**src/logic/video_pkg.sv**
```systemverilog
package video_pkg;

	// pixel address within a visible line
	localparam int HADR_W = 9;

	// line number within a frame
	localparam int VADR_W = 9;

	// colour index, palette lookup happens further down the video path
	localparam int PIX_W = 6;

	// one line buffer entry
	// en low means transparent, pixel is then don't care
	typedef struct packed
	{
		logic en;
		logic [PIX_W-1:0] pixel;
	} spx_t;

endpackage
```
**src/logic/sprite_pkg.sv**
```systemverilog
package sprite_pkg;

	import video_pkg::*;

	// descriptor table index
	localparam int SIDX_W = 3;

	// sprite size fields
	localparam int HEIGHT_W = 6;
	localparam int WIDTH_W = 5;

	// one table entry, a solid rectangle
	// height or width of 0 disables the sprite
	typedef struct packed
	{
		logic [HADR_W-1:0] x;
		logic [VADR_W-1:0] y;
		logic [HEIGHT_W-1:0] height;
		logic [WIDTH_W-1:0] width;
		logic [PIX_W-1:0] color;
	} sprite_desc_t;

endpackage

```
**src/logic/sprite_ctrl.sv**
```systemverilog
module sprite_ctrl
	import video_pkg::*;
	import sprite_pkg::*;
#(
	parameter int H_PIXELS = 360,
	parameter int V_LINES = 288,
	parameter int N_SPRITES = 8
)
(
	input logic clk,
	input logic line_start,
	input logic spr_en,
	input logic cend,
	input logic desc_we,
	input logic [SIDX_W-1:0] desc_idx,
	input sprite_desc_t desc_wdata,
	output logic span_go,
	output logic [HADR_W-1:0] span_x,
	output logic [WIDTH_W-1:0] span_w,
	output logic [PIX_W-1:0] span_color,
	input logic span_done,
	output logic [HADR_W-1:0] hcount,
	output logic rd_stb,
	output logic l_sel,
	output logic overrun
);

	localparam logic [HADR_W-1:0] H_LAST = HADR_W'(H_PIXELS - 1);
	localparam logic [VADR_W-1:0] V_LAST = VADR_W'(V_LINES - 1);
	localparam logic [SIDX_W-1:0] S_LAST = SIDX_W'(N_SPRITES - 1);

	typedef enum logic [1:0] {S_IDLE, S_READ, S_TEST, S_SPAN} fill_state_t;

	fill_state_t state;
	logic [VADR_W-1:0] vline;
	logic [VADR_W-1:0] vline_nxt;
	logic [VADR_W-1:0] fill_line;
	logic [VADR_W-1:0] dy;
	logic [SIDX_W-1:0] sidx;
	sprite_desc_t desc;
	logic line_end;
	logic abort;
	logic hit;
	logic step;

	sprite_ram #(
		.DEPTH(2 ** SIDX_W),
		.payload_t(sprite_desc_t)
	) u_desc (
		.clk(clk),
		.w_stb(desc_we),
		.w_adr(desc_idx),
		.w_dat(desc_wdata),
		.r_adr(sidx),
		.r_dat(desc)
	);

	assign line_end = cend && (hcount == H_LAST);
	assign vline_nxt = (vline == V_LAST) ? '0 : vline + 1'b1;

	// raster position, buffer swap at every line end
	always_ff @(posedge clk or posedge line_start)
	begin
		if (line_start)
		begin
			hcount <= '0;
			vline <= '0;
			fill_line <= '0;
			l_sel <= 1'b0;
		end
		else if (line_end)
		begin
			hcount <= '0;
			vline <= vline_nxt;
			fill_line <= (vline_nxt == V_LAST) ? '0 : vline_nxt + 1'b1;
			l_sel <= ~l_sel;
		end
		else if (cend)
			hcount <= hcount + 1'b1;
	end

	// y test on the descriptor read in the previous cycle
	assign dy = fill_line - desc.y;
	assign hit = (fill_line >= desc.y) && (dy < VADR_W'(desc.height)) &&
		(desc.width != '0) && (desc.x <= H_LAST);

	// done with the current descriptor
	assign step = ((state == S_TEST) && !hit) || ((state == S_SPAN) && span_done);

	always_ff @(posedge clk or posedge line_start)
	begin
		if (line_start)
		begin
			state <= S_IDLE;
			sidx <= '0;
			overrun <= 1'b0;
		end
		else if (line_end)
		begin
			// fill still busy, drop it
			if (state != S_IDLE)
				overrun <= 1'b1;
			sidx <= '0;
			state <= spr_en ? S_READ : S_IDLE;
		end
		else if (step)
		begin
			if (sidx == S_LAST)
				state <= S_IDLE;
			else
			begin
				sidx <= sidx + 1'b1;
				state <= S_READ;
			end
		end
		else if (state == S_READ)
			state <= S_TEST;
		else if (state == S_TEST)
			state <= S_SPAN;
	end

	// zero-width go cancels a span still being drawn
	assign abort = line_end && (state != S_IDLE);
	assign span_go = abort || ((state == S_TEST) && hit);
	assign span_x = desc.x;
	assign span_w = abort ? '0 : desc.width;
	assign span_color = desc.color;

	assign rd_stb = cend;

endmodule

```
**src/logic/sprite_ram.sv**
```systemverilog
module sprite_ram
#(
	parameter int DEPTH = 8,
	parameter type payload_t = logic [7:0]
)
(
	input logic clk,
	input logic w_stb,
	input logic [$clog2(DEPTH)-1:0] w_adr,
	input payload_t w_dat,
	input logic [$clog2(DEPTH)-1:0] r_adr,
	output payload_t r_dat
);

	payload_t mem [DEPTH];

	// read returns the old word on a same-address write
	always_ff @(posedge clk)
	begin
		if (w_stb)
			mem[w_adr] <= w_dat;
		r_dat <= mem[r_adr];
	end

endmodule

```
**config.mk**
```make
export PLATFORM = sky130hd
export DESIGN_NAME = sprite_ctrl
export DESIGN_NICKNAME = d
export VERILOG_FILES = /design/src/logic/video_pkg.sv /design/src/logic/sprite_pkg.sv /design/src/logic/sprite_ctrl.sv /design/src/logic/sprite_ram.sv
export SDC_FILE = /design/constraint.sdc
export NUM_CORES = 1
export LEC_CHECK = 0
export ABC_AREA = 1
export ABC_CLOCK_PERIOD_IN_PS = 3400
export BUFFER_PORTS_ARGS = -buffer_cell sky130_fd_sc_hd__buf_2
export CORE_MARGIN = 4
export CORE_UTILIZATION = 50
export CTS_CLUSTER_SIZE = 20
export DETAILED_ROUTE_END_ITERATION = 7
export PLACE_DENSITY = 0.77
export SYNTH_ARGS = -nofsm -noshare
export SYNTH_HDL_FRONTEND = slang
export SYNTH_SLANG_ARGS = --single-unit
```
**constraint.sdc**
```tcl
create_clock -name clk -period 3.4 [get_ports clk]
set_clock_uncertainty 0.05 [all_clocks]
set_input_delay 0.17 -clock clk [delete_from_list [all_inputs] [get_ports clk]]
set_output_delay 0.17 -clock clk [all_outputs]
set_load 0.01 [all_outputs]
```
==> flow_summary_export.csv <==
group,metric,value,unit
synth,yosysWarnings,0,
layout,final_common_cell,"edfxtp_1",
worst_hold_path,min_path_type,"input port to async pin",
synth,synthFlopType,"edfxtp_1",
timing,relSlewSlack,0.588,
clock_tree,cts_made_buffers,36,
drt,vias,9468,
synth,ys_async_sr_fraction,0.0974,
floorplan,fp.dieW,176,um
synth,ys_types,34,
global_route,grt_pass1_vias,9440,
synth,postSynthCellCount,1229,
drt,drc_errors,0,
drt,detail-route-antenna-nets,0,
floorplan,die_area,31000,um2
critical_path,crit_fanout,3,
layout,synthToLayoutAreaGrowth,16.8,%
global_route,grt_usage,0.193,
clock_tree,cts_tree,"yes",
global_route,overflow,0,
placed_design,globalplace.congestion,0.881,
layout,stdcell_count,1741,
synth,synth_nets,1297,
critical_path,setup.worst_path.start_class,"flop",
floorplan,initial_core_util,0.507,
critical_path,reg2reg_setup_slack,0.40,ns
run,drv_cap,0,
clock_tree,cts.clk_slew.worst_paths,0.06,ns
critical_path,critPathArrivalTime,3.09,ns
drt,routed_via_density,5.44,
timing,rsz0062_at_grt,"yes",
timing,fmax,302,MHz
synth,ys_seq_area_frac,0.705,
layout,register_area,9960,um2
layout,final_area,16500,um2
layout,nets,1402,
power,vdd_ir_drop_max,0.000585,V
timing,tightest_slew,0.618,ns
clock_tree,clk_latency,0.53,ns
layout,fillers,2121,
layout,multi_input_area,3650,um2
global_route,antenna_found_initial,1,
power,power_density,772,nW/um2
drt,drtIter0Drc,667,
clock_tree,clock_sinks,349,
critical_path,required,3.18,ns
global_route,grt_pass1_wl,48000,um
clock_tree,cts_root_buf,"clkbuf_16",
layout,drive_above_1_share,0.132,
clock_tree,cts_max_path_buffers,3,
timing,tns,0,ns
synth,avgSynthCellArea,11.5,um2
power,leakagePower,6.19,nW
timing,finalHoldViolCount,0,
drt,wl,30100,um
placed_design,postPlaceCellArea,14900,um2
floorplan,ioPinCount,77,
layout,mostFrequentLayoutCells,"edfxtp_1 (280), nor2_1 (270), o21ai_0 (168), nand2_1 (109), buf_2 (76)",
placed_design,dp_cells,1631,
placed_design,port_buffers,76,
run_status,status,"finished, final reports clean",
drt,wire_per_inst,17.3,um
critical_path,endpoint_kind,"output port",
drt,drtPass1Iterations,5,
timing,maxSlewViolCount,0,
critical_path,crit_type,"flop to output port",
synth,synth-edff-count,280,
timing,setup_viol,0,
floorplan,core-area,27900,um2
floorplan,rows,61,
clock_tree,htree_levels,2,
floorplan,dieHeight,176,um
synth,syn_area,14100,um2
global_route,grt_max_degree,109,
synth,ys_ff_latch,349,
timing,period_needed,3.31,ns
timing,fin_crit_sh,0.973,
placed_design,place_hpwl,16100,um
-- cells by family (layout without fill, tap and decap cells) --
| kind of cell | after synthesis | count (layout) | synth area share |
|---|---|---|---|
| xor gates and xnor gates | 12 | 12 | 0.00744 |
| DFF | 349 | 349 | 0.705 |
| buffers and inverters | 149 | 282 | 0.0441 |
| other | 0 | 1 | 0 |
| adders and majority gates | 24 | 24 | 0.0218 |
| and+or+nand+nor | 440 | 440 | 0.125 |
| AOI/OAI and AO/OA | 255 | 255 | 0.0971 |
-- area by class of cell --
cell class                      count  area share
Sequential cell                   349       0.604
Antenna cell                        1    0.000152
Clock buffer                       53      0.0615
Timing Repair Buffer              140      0.0598
Multi-Input combinational cell    731       0.221
Tap cell                          378      0.0286
Clock inverter                     13     0.00765
Inverter                           76      0.0175
-- Yosys cell counts, types with 16 or more instances --
cell type  count  area share
edfxtp_1     280        0.59
nand3_1       27      0.0096
ha_1          23       0.020
nand2_1      109       0.029
nor2_1       278       0.074
clkbuf_1      51       0.014
inv_1         73       0.019
dfrtp_1       34       0.060
o21ai_0      169       0.060
o22ai_1       35       0.015
dfxtp_1       35       0.050
a31oi_1       35       0.015
buf_4         16      0.0085
-- critical path, cell delays in order, from the launching register on --
cell     delay, ns
dfrtp_1       0.37
inv_2         0.07
ha_4          0.13
inv_4         0.03
fa_2          0.35
nand3_2       0.08
nand3_2       0.08
xor2_1        0.15
ha_1          0.32
nand2_1       0.08
nor2_1        0.05
nand3_1       0.07
nand3_1       0.08
nand2_1       0.07
nand2_1       0.05
nor2_1        0.13
nand3_1       0.14
o21ai_2       0.17
buf_2         0.15
-- metrics by stage --
stage	hold WS, ns	power [mW]	setup slack (ns)	util
6_report	0.226	12.7	0.0916	0.593
5_1_grt	0.311	13.5	-0.118	0.593
4_1_cts	0.250	12.8	0.00146	0.592
3_5_place_dp	0.260	8.88	0.267	0.535
3_3_place_gp	0.253	8.73	0.411	0.535
2_1_floorplan	0.219	7.92	0.680	-
-- path summary, 6_finish.rpt --
check	startpoint	to	cells past startpoint
max	fill_line[0]	span_go	18
min	line_start	sidx[2]	4
max reg2reg	fill_line[0]	state[0]	22
min reg2reg	overrun	overrun	2
max in group asynchronous	line_start	sidx[0]	4
min in group clk	desc_wdata[32]	u_desc.mem[2][32]	2
-- flip-flops by register name, summed over array words and instances, names as in the netlist --
name,flops
fill_line,9
hcount,9
u_desc.mem,280
overrun,1
state,2
u_desc.r_dat,35
sidx,3
l_sel,1
vline,9
-- timing repair --
action / CTS / global route
setup buffers: 2 / 2
hold buffers: 39 / 0
endpoints found under the setup margin: 1 / 1
hold endpoints to repair: 319 / 0
resized for setup: 11 / 2
pin swaps: 8 / 12
-- metal layers --
layer | GRT usage | vias to the layer above | share of wire
met1 | 0.255 | 4549 | 0.42
met3 | 0.0315 | 56 | 0.064
met2 | 0.331 | 365 | 0.50
met5 | 0 | - | 0
met4 | 0.0601 | 0 | 0.022
li1 | - | 4498 | -
-- where the power goes --
part           total (mW)  switching (mW)  internal [mW]
Clock                3.78            1.60           2.18
Sequential           5.37           0.309           5.06
Combinational        3.60            2.33           1.27
Total                12.7            4.23           8.51
Note: power is estimated with default switching activity, not from simulation.
