`src/logic/video_pkg.sv`:
```
package video_pkg;

	// pixel address within a visible line
	localparam int HADR_W = 9;

	// line number within a frame
	localparam int VADR_W = 9;

	// colour index, palette lookup happens further down the video path
	localparam int PIX_W = 6;

	// one line buffer entry
	// en low means transparent, pixel is then don't care
	typedef struct packed
	{
		logic en;
		logic [PIX_W-1:0] pixel;
	} spx_t;

endpackage
```
`src/logic/sprite_pkg.sv`:
```
package sprite_pkg;

	import video_pkg::*;

	// descriptor table index
	localparam int SIDX_W = 3;

	// sprite size fields
	localparam int HEIGHT_W = 6;
	localparam int WIDTH_W = 5;

	// one table entry, a solid rectangle
	// height or width of 0 disables the sprite
	typedef struct packed
	{
		logic [HADR_W-1:0] x;
		logic [VADR_W-1:0] y;
		logic [HEIGHT_W-1:0] height;
		logic [WIDTH_W-1:0] width;
		logic [PIX_W-1:0] color;
	} sprite_desc_t;

endpackage

```
`src/logic/sprite_fill.sv`:
```
module sprite_fill
	import video_pkg::*;
	import sprite_pkg::*;
#(
	parameter int H_PIXELS = 360
)
(
	input logic clk,
	input logic line_start,
	input logic span_go,
	input logic [HADR_W-1:0] span_x,
	input logic [WIDTH_W-1:0] span_w,
	input logic [PIX_W-1:0] span_color,
	output logic span_done,
	output logic wr_stb,
	output logic [HADR_W-1:0] wr_adr,
	output spx_t wr_pix
);

	// one extra bit so x + width cannot wrap
	localparam int EXT_W = HADR_W + 1;
	localparam logic [EXT_W-1:0] H_LAST = EXT_W'(H_PIXELS - 1);

	logic busy;
	logic [HADR_W-1:0] adr;
	logic [HADR_W-1:0] last_adr;
	logic [PIX_W-1:0] color;
	logic [EXT_W-1:0] span_end;

	// rightmost pixel before clipping
	assign span_end = {1'b0, span_x} + EXT_W'(span_w) - 1'b1;

	always_ff @(posedge clk or posedge line_start)
	begin
		if (line_start)
			busy <= 1'b0;
		else if (span_go)
			busy <= (span_w != '0);
		else if (span_done)
			busy <= 1'b0;
	end

	always_ff @(posedge clk)
	begin
		if (span_go)
		begin
			adr <= span_x;
			color <= span_color;
			// clip at the right edge
			if (span_end > H_LAST)
				last_adr <= H_LAST[HADR_W-1:0];
			else
				last_adr <= span_end[HADR_W-1:0];
		end
		else if (busy)
			adr <= adr + 1'b1;
	end

	// one opaque pixel per busy cycle
	assign span_done = busy && (adr == last_adr);
	assign wr_stb = busy;
	assign wr_adr = adr;
	assign wr_pix = '{en: 1'b1, pixel: color};

endmodule

```
`config.mk`:
```
export PLATFORM = sky130hd
export DESIGN_NAME = sprite_fill
export DESIGN_NICKNAME = d
export VERILOG_FILES = /design/src/logic/video_pkg.sv /design/src/logic/sprite_pkg.sv /design/src/logic/sprite_fill.sv
export SDC_FILE = /design/constraint.sdc
export NUM_CORES = 1
export LEC_CHECK = 0
export ABC_AREA = 1
export BUFFER_PORTS_ARGS = -buffer_cell sky130_fd_sc_hd__buf_2
export CAP_MARGIN = 15
export CORE_MARGIN = 1
export CORE_UTILIZATION = 58
export DETAILED_ROUTE_END_ITERATION = 8
export HOLD_SLACK_MARGIN = 0.12
export PLACE_DENSITY = 0.95
export SYNTH_ARGS = -nofsm -noshare
export SYNTH_HDL_FRONTEND = slang
export SYNTH_SLANG_ARGS = --single-unit
```
`constraint.sdc`:
```
create_clock -name clk -period 2.1 [get_ports clk]
set_input_delay 0.105 -clock clk [delete_from_list [all_inputs] [get_ports clk]]
set_output_delay 0.105 -clock clk [all_outputs]
set_load 0.1 [all_outputs]
```
==> results of run 1 <==
kinds of logic (layout without fill, tap and decap cells):
group                      Yosys count  in the layout  synth area share
and+or+nand+nor                    104            104             0.273
AOI/OAI and AO/OA                   25             25            0.0838
adders and majority gates           15             15             0.105
xor gates and xnor gates             6              6            0.0282
DFF                                 25             25             0.400
other                                1              1           0.00201
buffers and inverters               53            109             0.109
area by class of cell:
type | instances | area, sq um
multi-input combinational | 151 | 952
clock buffer | 3 | 22.5
tap | 44 | 55.1
fill | 223 | 743
sequential | 25 | 746
clock inverter | 1 | 5.00
timing repair buffer | 54 | 338
inverter | 51 | 191
state kept, by name, summed over array words and instances, names as in the netlist:
signal	cells
wr_adr	9
wr_stb	1
color	6
last_adr	9
cell usage in the layout (no fill, tap or decap), drive strengths merged:
cell and n:
nand2 57, inv 51, buf 43, edfxtp 24
nand3 19, nor2 16, ha 14, o21ai 12
dlygate4sd3 11, a21oi 8, xor2 4, nand4 4
nand3b 3, clkbuf 3, or2 3, xnor2 2
o31ai 2, a211oi 1, o22ai 1, nor4 1
a21o 1, and2 1, fa 1, conb 1
clkinv 1, dfrtp 1
critical path, stage by stage:
cell and delay [ns]:
dlygate4sd3_1 0.53, buf_2 0.15, ha_1 0.34, nand2_1 0.10, nor2_1 0.14, nand3_2 0.11, nand2_1 0.11, nand2_1 0.06
nand2_2 0.10, nor2_4 0.04, nand3_4 0.07, buf_4 0.12, nand3_1 0.06
layer usage:
layer / GRT usage / vias up / part of all wire
met5: 0 / - / 0
met4: 0.133 / 0 / 0.024
met3: 0.0396 / 10 / 0.051
met2: 0.447 / 62 / 0.52
met1: 0.296 / 746 / 0.41
li1: - / 849 / -
worst paths after layout:
kind,startpoint,endpoint,slack [ns]
worst max register to register,wr_stb$_DFFE_PP0P_,wr_stb$_DFFE_PP0P_,0.41
worst min register to register,wr_adr[8]$_DFFE_PP_,wr_adr[8]$_DFFE_PP_,0.72
max in group asynchronous,line_start,wr_stb$_DFFE_PP0P_,1.88
min in group asynchronous,line_start,wr_stb$_DFFE_PP0P_,0.13
worst max-delay path,span_x[5],last_adr[5]$_SDFFCE_PN1P_,0.15
worst min-delay path,span_x[8],wr_adr[8]$_DFFE_PP_,0.11
through the flow:
| step | hold slack [ns] | power (mW) | cell area (sq um) |
|---|---|---|---|
| 2_1_floorplan | -0.166 | 1.24 | 1880 |
| 3_3_place_gp | -0.0628 | 1.36 | 2140 |
| 3_5_place_dp | -0.0585 | 1.38 | 2140 |
| 4_1_cts | 0.124 | 1.60 | 2280 |
| 5_1_grt | 0.118 | 1.71 | 2310 |
| 6_report | 0.113 | 1.62 | 2310 |
report_power, final:
part / switching (mW) / internal, mW
clock network: 0.142 / 0.0716
registers: 0.0428 / 0.622
logic: 0.524 / 0.214
total: 0.708 / 0.907
timing repair:
| item | 4_1_cts | 5_1_grt |
|---|---|---|
| endpoints found under the hold margin | 10 | 0 |
| setup endpoints to repair | 0 | 5 |
| resized for setup | 0 | 4 |
| hold buffers | 11 | 0 |
==> results.md, run 1 <==
* Max FO, Critical Path at 5
* Area of the mapped netlist at 0.00187 sq mm
* Minimum clock period at 1.95 ns
* I/O pins at 41
* Setup ws final at 0.149 ns
* Period utilisation layout at 0.929
* Max-cap violations at 0
* # Post-CTS Setup Buffers at 0
* Post-synth top area share at 0.386
* Hold Path Stages at 3
* Final setup violation count at 0
* Final hold violation count at 0
* Required time of the critical path at 2.19 ns
* WL final at 3.94 mm
* First-pass GRT wire length at 6.42 mm
* GP Congestion at 0.841
* Count of input and output buffers at 39
* Most used DFF post-synth: edfxtp_1
* DP Worst Slack at -0.167 ns
* Synth top area cells: edfxtp_1 (39%), inv_1 (10%), nand2_1 (10%)
* Largest net degree at the start of global routing at 18
* Synth Instances at 229
* Num CTS Buffers at 3
* Final TNS setup at 0 ns
* Max Slew Vio Count at 0
* CTS tree: built
* Vias in the first global route at 1537
* Mapped Nets at 267
* Die H at 58.7 um
* DR vias/cell at 5.07
* Synth warn at 0
* Setup crit end kind: flip-flop
* DRT antenna net count at 0
* Non-filler cells, final at 329
* Tot GR Track Use at 0.253
* DR iter-0 viols at 97
* Maximum clock frequency at 513 MHz
* Share of flip-flops with an asynchronous set or reset at 0.0400
* CP Launch Type: input pin
* P_leak at 1.16 nW
* Max IR drop VDD at 0.311 mV
* Seq/Total Area, Yosys at 0.400
* R2r worst-path depth at 4
* Initial Utilization at 0.611
* H-tree depth at 1
* Die area at 0.00345 sq mm
* EDFF count, synth at 24
* Core Area at 0.00305 sq mm
* Critical path data arrival time at 2.04 ns
* RSZ-0062 raised after global routing: false
* Outcome: complete, no violations
* Clock Root Buffer: clkbuf_4
* Die outline width at 58.7 um
* Number of diodes at 0
* Clk_lat worst skew at 0.33 ns
* GR Overflow Total at 0
* Final core utilization at 0.757
* DP Cell Count at 314
* Post-DP HPWL at 3.01 mm
* Power per cell area at 699 mW/mm^2
* Post-synthesis cell type count at 34
* Layout area overhead at 23.8%
* Final routed DRC violation total at 0
* Register bit total from synthesis at 25
* Layout cell share with drive strength beyond 1 at 0.253
* Clock skew at 0.00901 ns
* Cell taking the most area after synthesis: edfxtp_1
* Clk pin slew, worst setup/hold paths at 0.12 ns
* Nets@finish at 324
* Crit Path Category: input pin to flip-flop
* Initial antenna violation count at 0
* Wire length per cell at 12.0 um
* # rows at 20
* DR vias at 1667
* TritonCTS Sinks at 25
* HP Class: input pin to flip-flop
* Clock Tree Buf Depth at 2
* Commonest cells in the synthesized netlist: inv_1 (50), nand2_1 (50), edfxtp_1 (24)
* Synthesized area per cell at 8.15 sq um
* Pre-antenna DRT Iters at 4
Power figures use the tool's default switching activity.
==> run 2, diff against run 1 <==
Settings changed: CORE_UTILIZATION 58 to 54, PLACE_DENSITY 0.95 to 0.9.
Clock period 2.1 ns to 1.8 ns, I/O delays scaled along.
==> run 2 against run 1 <==
Net effect:
- via count rose by 7.0%
- critical path depth fell by 7
- sequential share of layout area is 3.0 points lower
- utilization grew 5.0 points
- clock skew fell by 0.0044 ns
- die area is 7.1% higher
- power grew 26%
- worst setup slack got worse by 0.14 ns
- clock power grew 17%
- register-to-register slack lost 0.33 ns
- final area rose by 10%
- global-route usage is 1.2 points higher
- largest power group unchanged
==> results.md, run 2 (synthesized netlist as in run 1, its figures left out) <==
* Minimum clock period at 1.79 ns
* Number of diodes at 0
* Vias in the first global route at 1655
* First-pass GRT wire length at 7.14 mm
* Initial antenna violation count at 0
* CP Launch Type: flip-flop
* Area of the multi-input gates at 0.00101 sq mm
* DP Cell Count at 327
* Tot GR Track Use at 0.265
* P_leak at 1.26 nW
* DR iter-0 viols at 126
* Layout area overhead at 36.4%
* Final routed DRC violation total at 0
* Clock Root Buffer: clkbuf_4
* Layout cell share with drive strength beyond 1 at 0.360
* Nets@finish at 342
* Max-cap violations at 0
* Maximum clock frequency at 560 MHz
* # rows at 20
* Critical path data arrival time at 1.70 ns
* GR Overflow Total at 0
* Clk pin slew, worst setup/hold paths at 0.13 ns
* Crit Path Category: flip-flop to primary output
* Commonest non-fill, non-tap cell in the layout: nand2_1
* DR vias at 1783
* Non-filler cells, final at 347
* DRT antenna net count at 0
* Max IR drop VDD at 0.334 mV
* Hold Slack at 0.136 ns
* Max FO, Critical Path at 5
* Final setup violation count at 0
* Die H at 60.8 um
* Wire length per cell at 13.0 um
* Pre-antenna DRT Iters at 4
* Setup crit end kind: primary output
* DP Worst Slack at -0.340 ns
* Die area at 0.00369 sq mm
* DR vias/cell at 5.14
* Required time of the critical path at 1.71 ns
* Period utilisation layout at 0.993
* Final hold violation count at 0
* Largest net degree at the start of global routing at 17
* Register area at 746 sq um
* Most frequent cells in the layout: nand2_1 (48), inv_1 (42), buf_2 (36)
* Core Area at 0.00315 sq mm
* CTS tree: built
* WL final at 4.51 mm
* Outcome: complete, no violations
* I/O pins at 41
* Die outline width at 60.8 um
* Clock skew at 0.00464 ns
* RSZ-0062 raised after global routing: true
* Power per cell area at 800 mW/mm^2
* HP Class: input pin to async pin
* Num CTS Buffers at 3
* H-tree depth at 1
* Post-DP HPWL at 3.37 mm
* Setup ws final at 0.0133 ns
* Count of input and output buffers at 39
* Initial Utilization at 0.592
* Fill cells at 199
* Clock Tree Buf Depth at 2
* TritonCTS Sinks at 25
* Max Slew Vio Count at 0
* GP Congestion at 0.844
* Clk_lat worst skew at 0.32 ns
run 2: report_power, final:
group / switching, mW / leakage [nW] / total (mW) / internal (mW)
combinational: 0.675 / 0.983 / 1.01 / 0.335
sequential: 0.0496 / 0.254 / 0.776 / 0.726
clock: 0.166 / 0.0177 / 0.250 / 0.0833
run 2: worst max-delay path, stage by stage (launching register included):
cell,delay (ns)
edfxtp_1,0.49
nand2_1,0.13
o21ai_0,0.13
nor2_1,0.17
nand3_2,0.11
nor2_4,0.15
buf_12,0.19
run 2: area by class of cell:
cell class,count,area share
sequential,25,0.293
clock inverter,1,0.00197
timing repair buffer,72,0.195
multi-input combinational,151,0.397
clock buffer,3,0.00885
inverter,51,0.0821
tap,44,0.0216
run 2: layer usage:
| layer | vias up | GRT usage | wire length (um) |
|---|---|---|---|
| met4 | 0 | 0.110 | 102 |
| li1 | 885 | - | - |
| met3 | 12 | 0.0107 | 215 |
| met1 | 815 | 0.311 | 1820 |
| met2 | 71 | 0.501 | 2370 |
| met5 | - | 0 | 0 |
run 2: worst paths after layout:
kind                       depth (start not counted)             endpoint                start  slack [ns]
setup reg to reg                                   6  wr_adr[8]$_DFFE_PP_  wr_adr[1]$_DFFE_PP_        0.08
min in group clk                                   3   wr_stb$_DFFE_PP0P_            span_w[1]        0.14
setup / recovery                                   6            span_done  wr_adr[1]$_DFFE_PP_        0.01
max in group asynchronous                          3   wr_stb$_DFFE_PP0P_           line_start        1.58
hold reg to reg                                    2  wr_adr[0]$_DFFE_PP_  wr_adr[0]$_DFFE_PP_        0.75
hold / removal                                     3   wr_stb$_DFFE_PP0P_           line_start        0.14
run 2: through the flow:
step / utilization / setup TNS (ns) / power, mW / area (sq um)
4_1_cts: 0.780 / 0 / 1.96 / 2460
6_report: 0.807 / 0 / 2.04 / 2540
2_1_floorplan: - / -2.20 / 1.47 / 1930
3_5_place_dp: 0.734 / -2.55 / 1.70 / 2310
5_1_grt: 0.807 / -0.00537 / 2.14 / 2540
3_3_place_gp: 0.734 / -2.04 / 1.66 / 2310
run 2: what timing repair did:
item                                   4_1_cts  5_1_grt
setup buffers                                2        4
hold buffers                                10        0
endpoints found under the hold margin       10        0
setup endpoints to repair                    2        8
resized for setup                            1       12
pin swaps                                    0       12
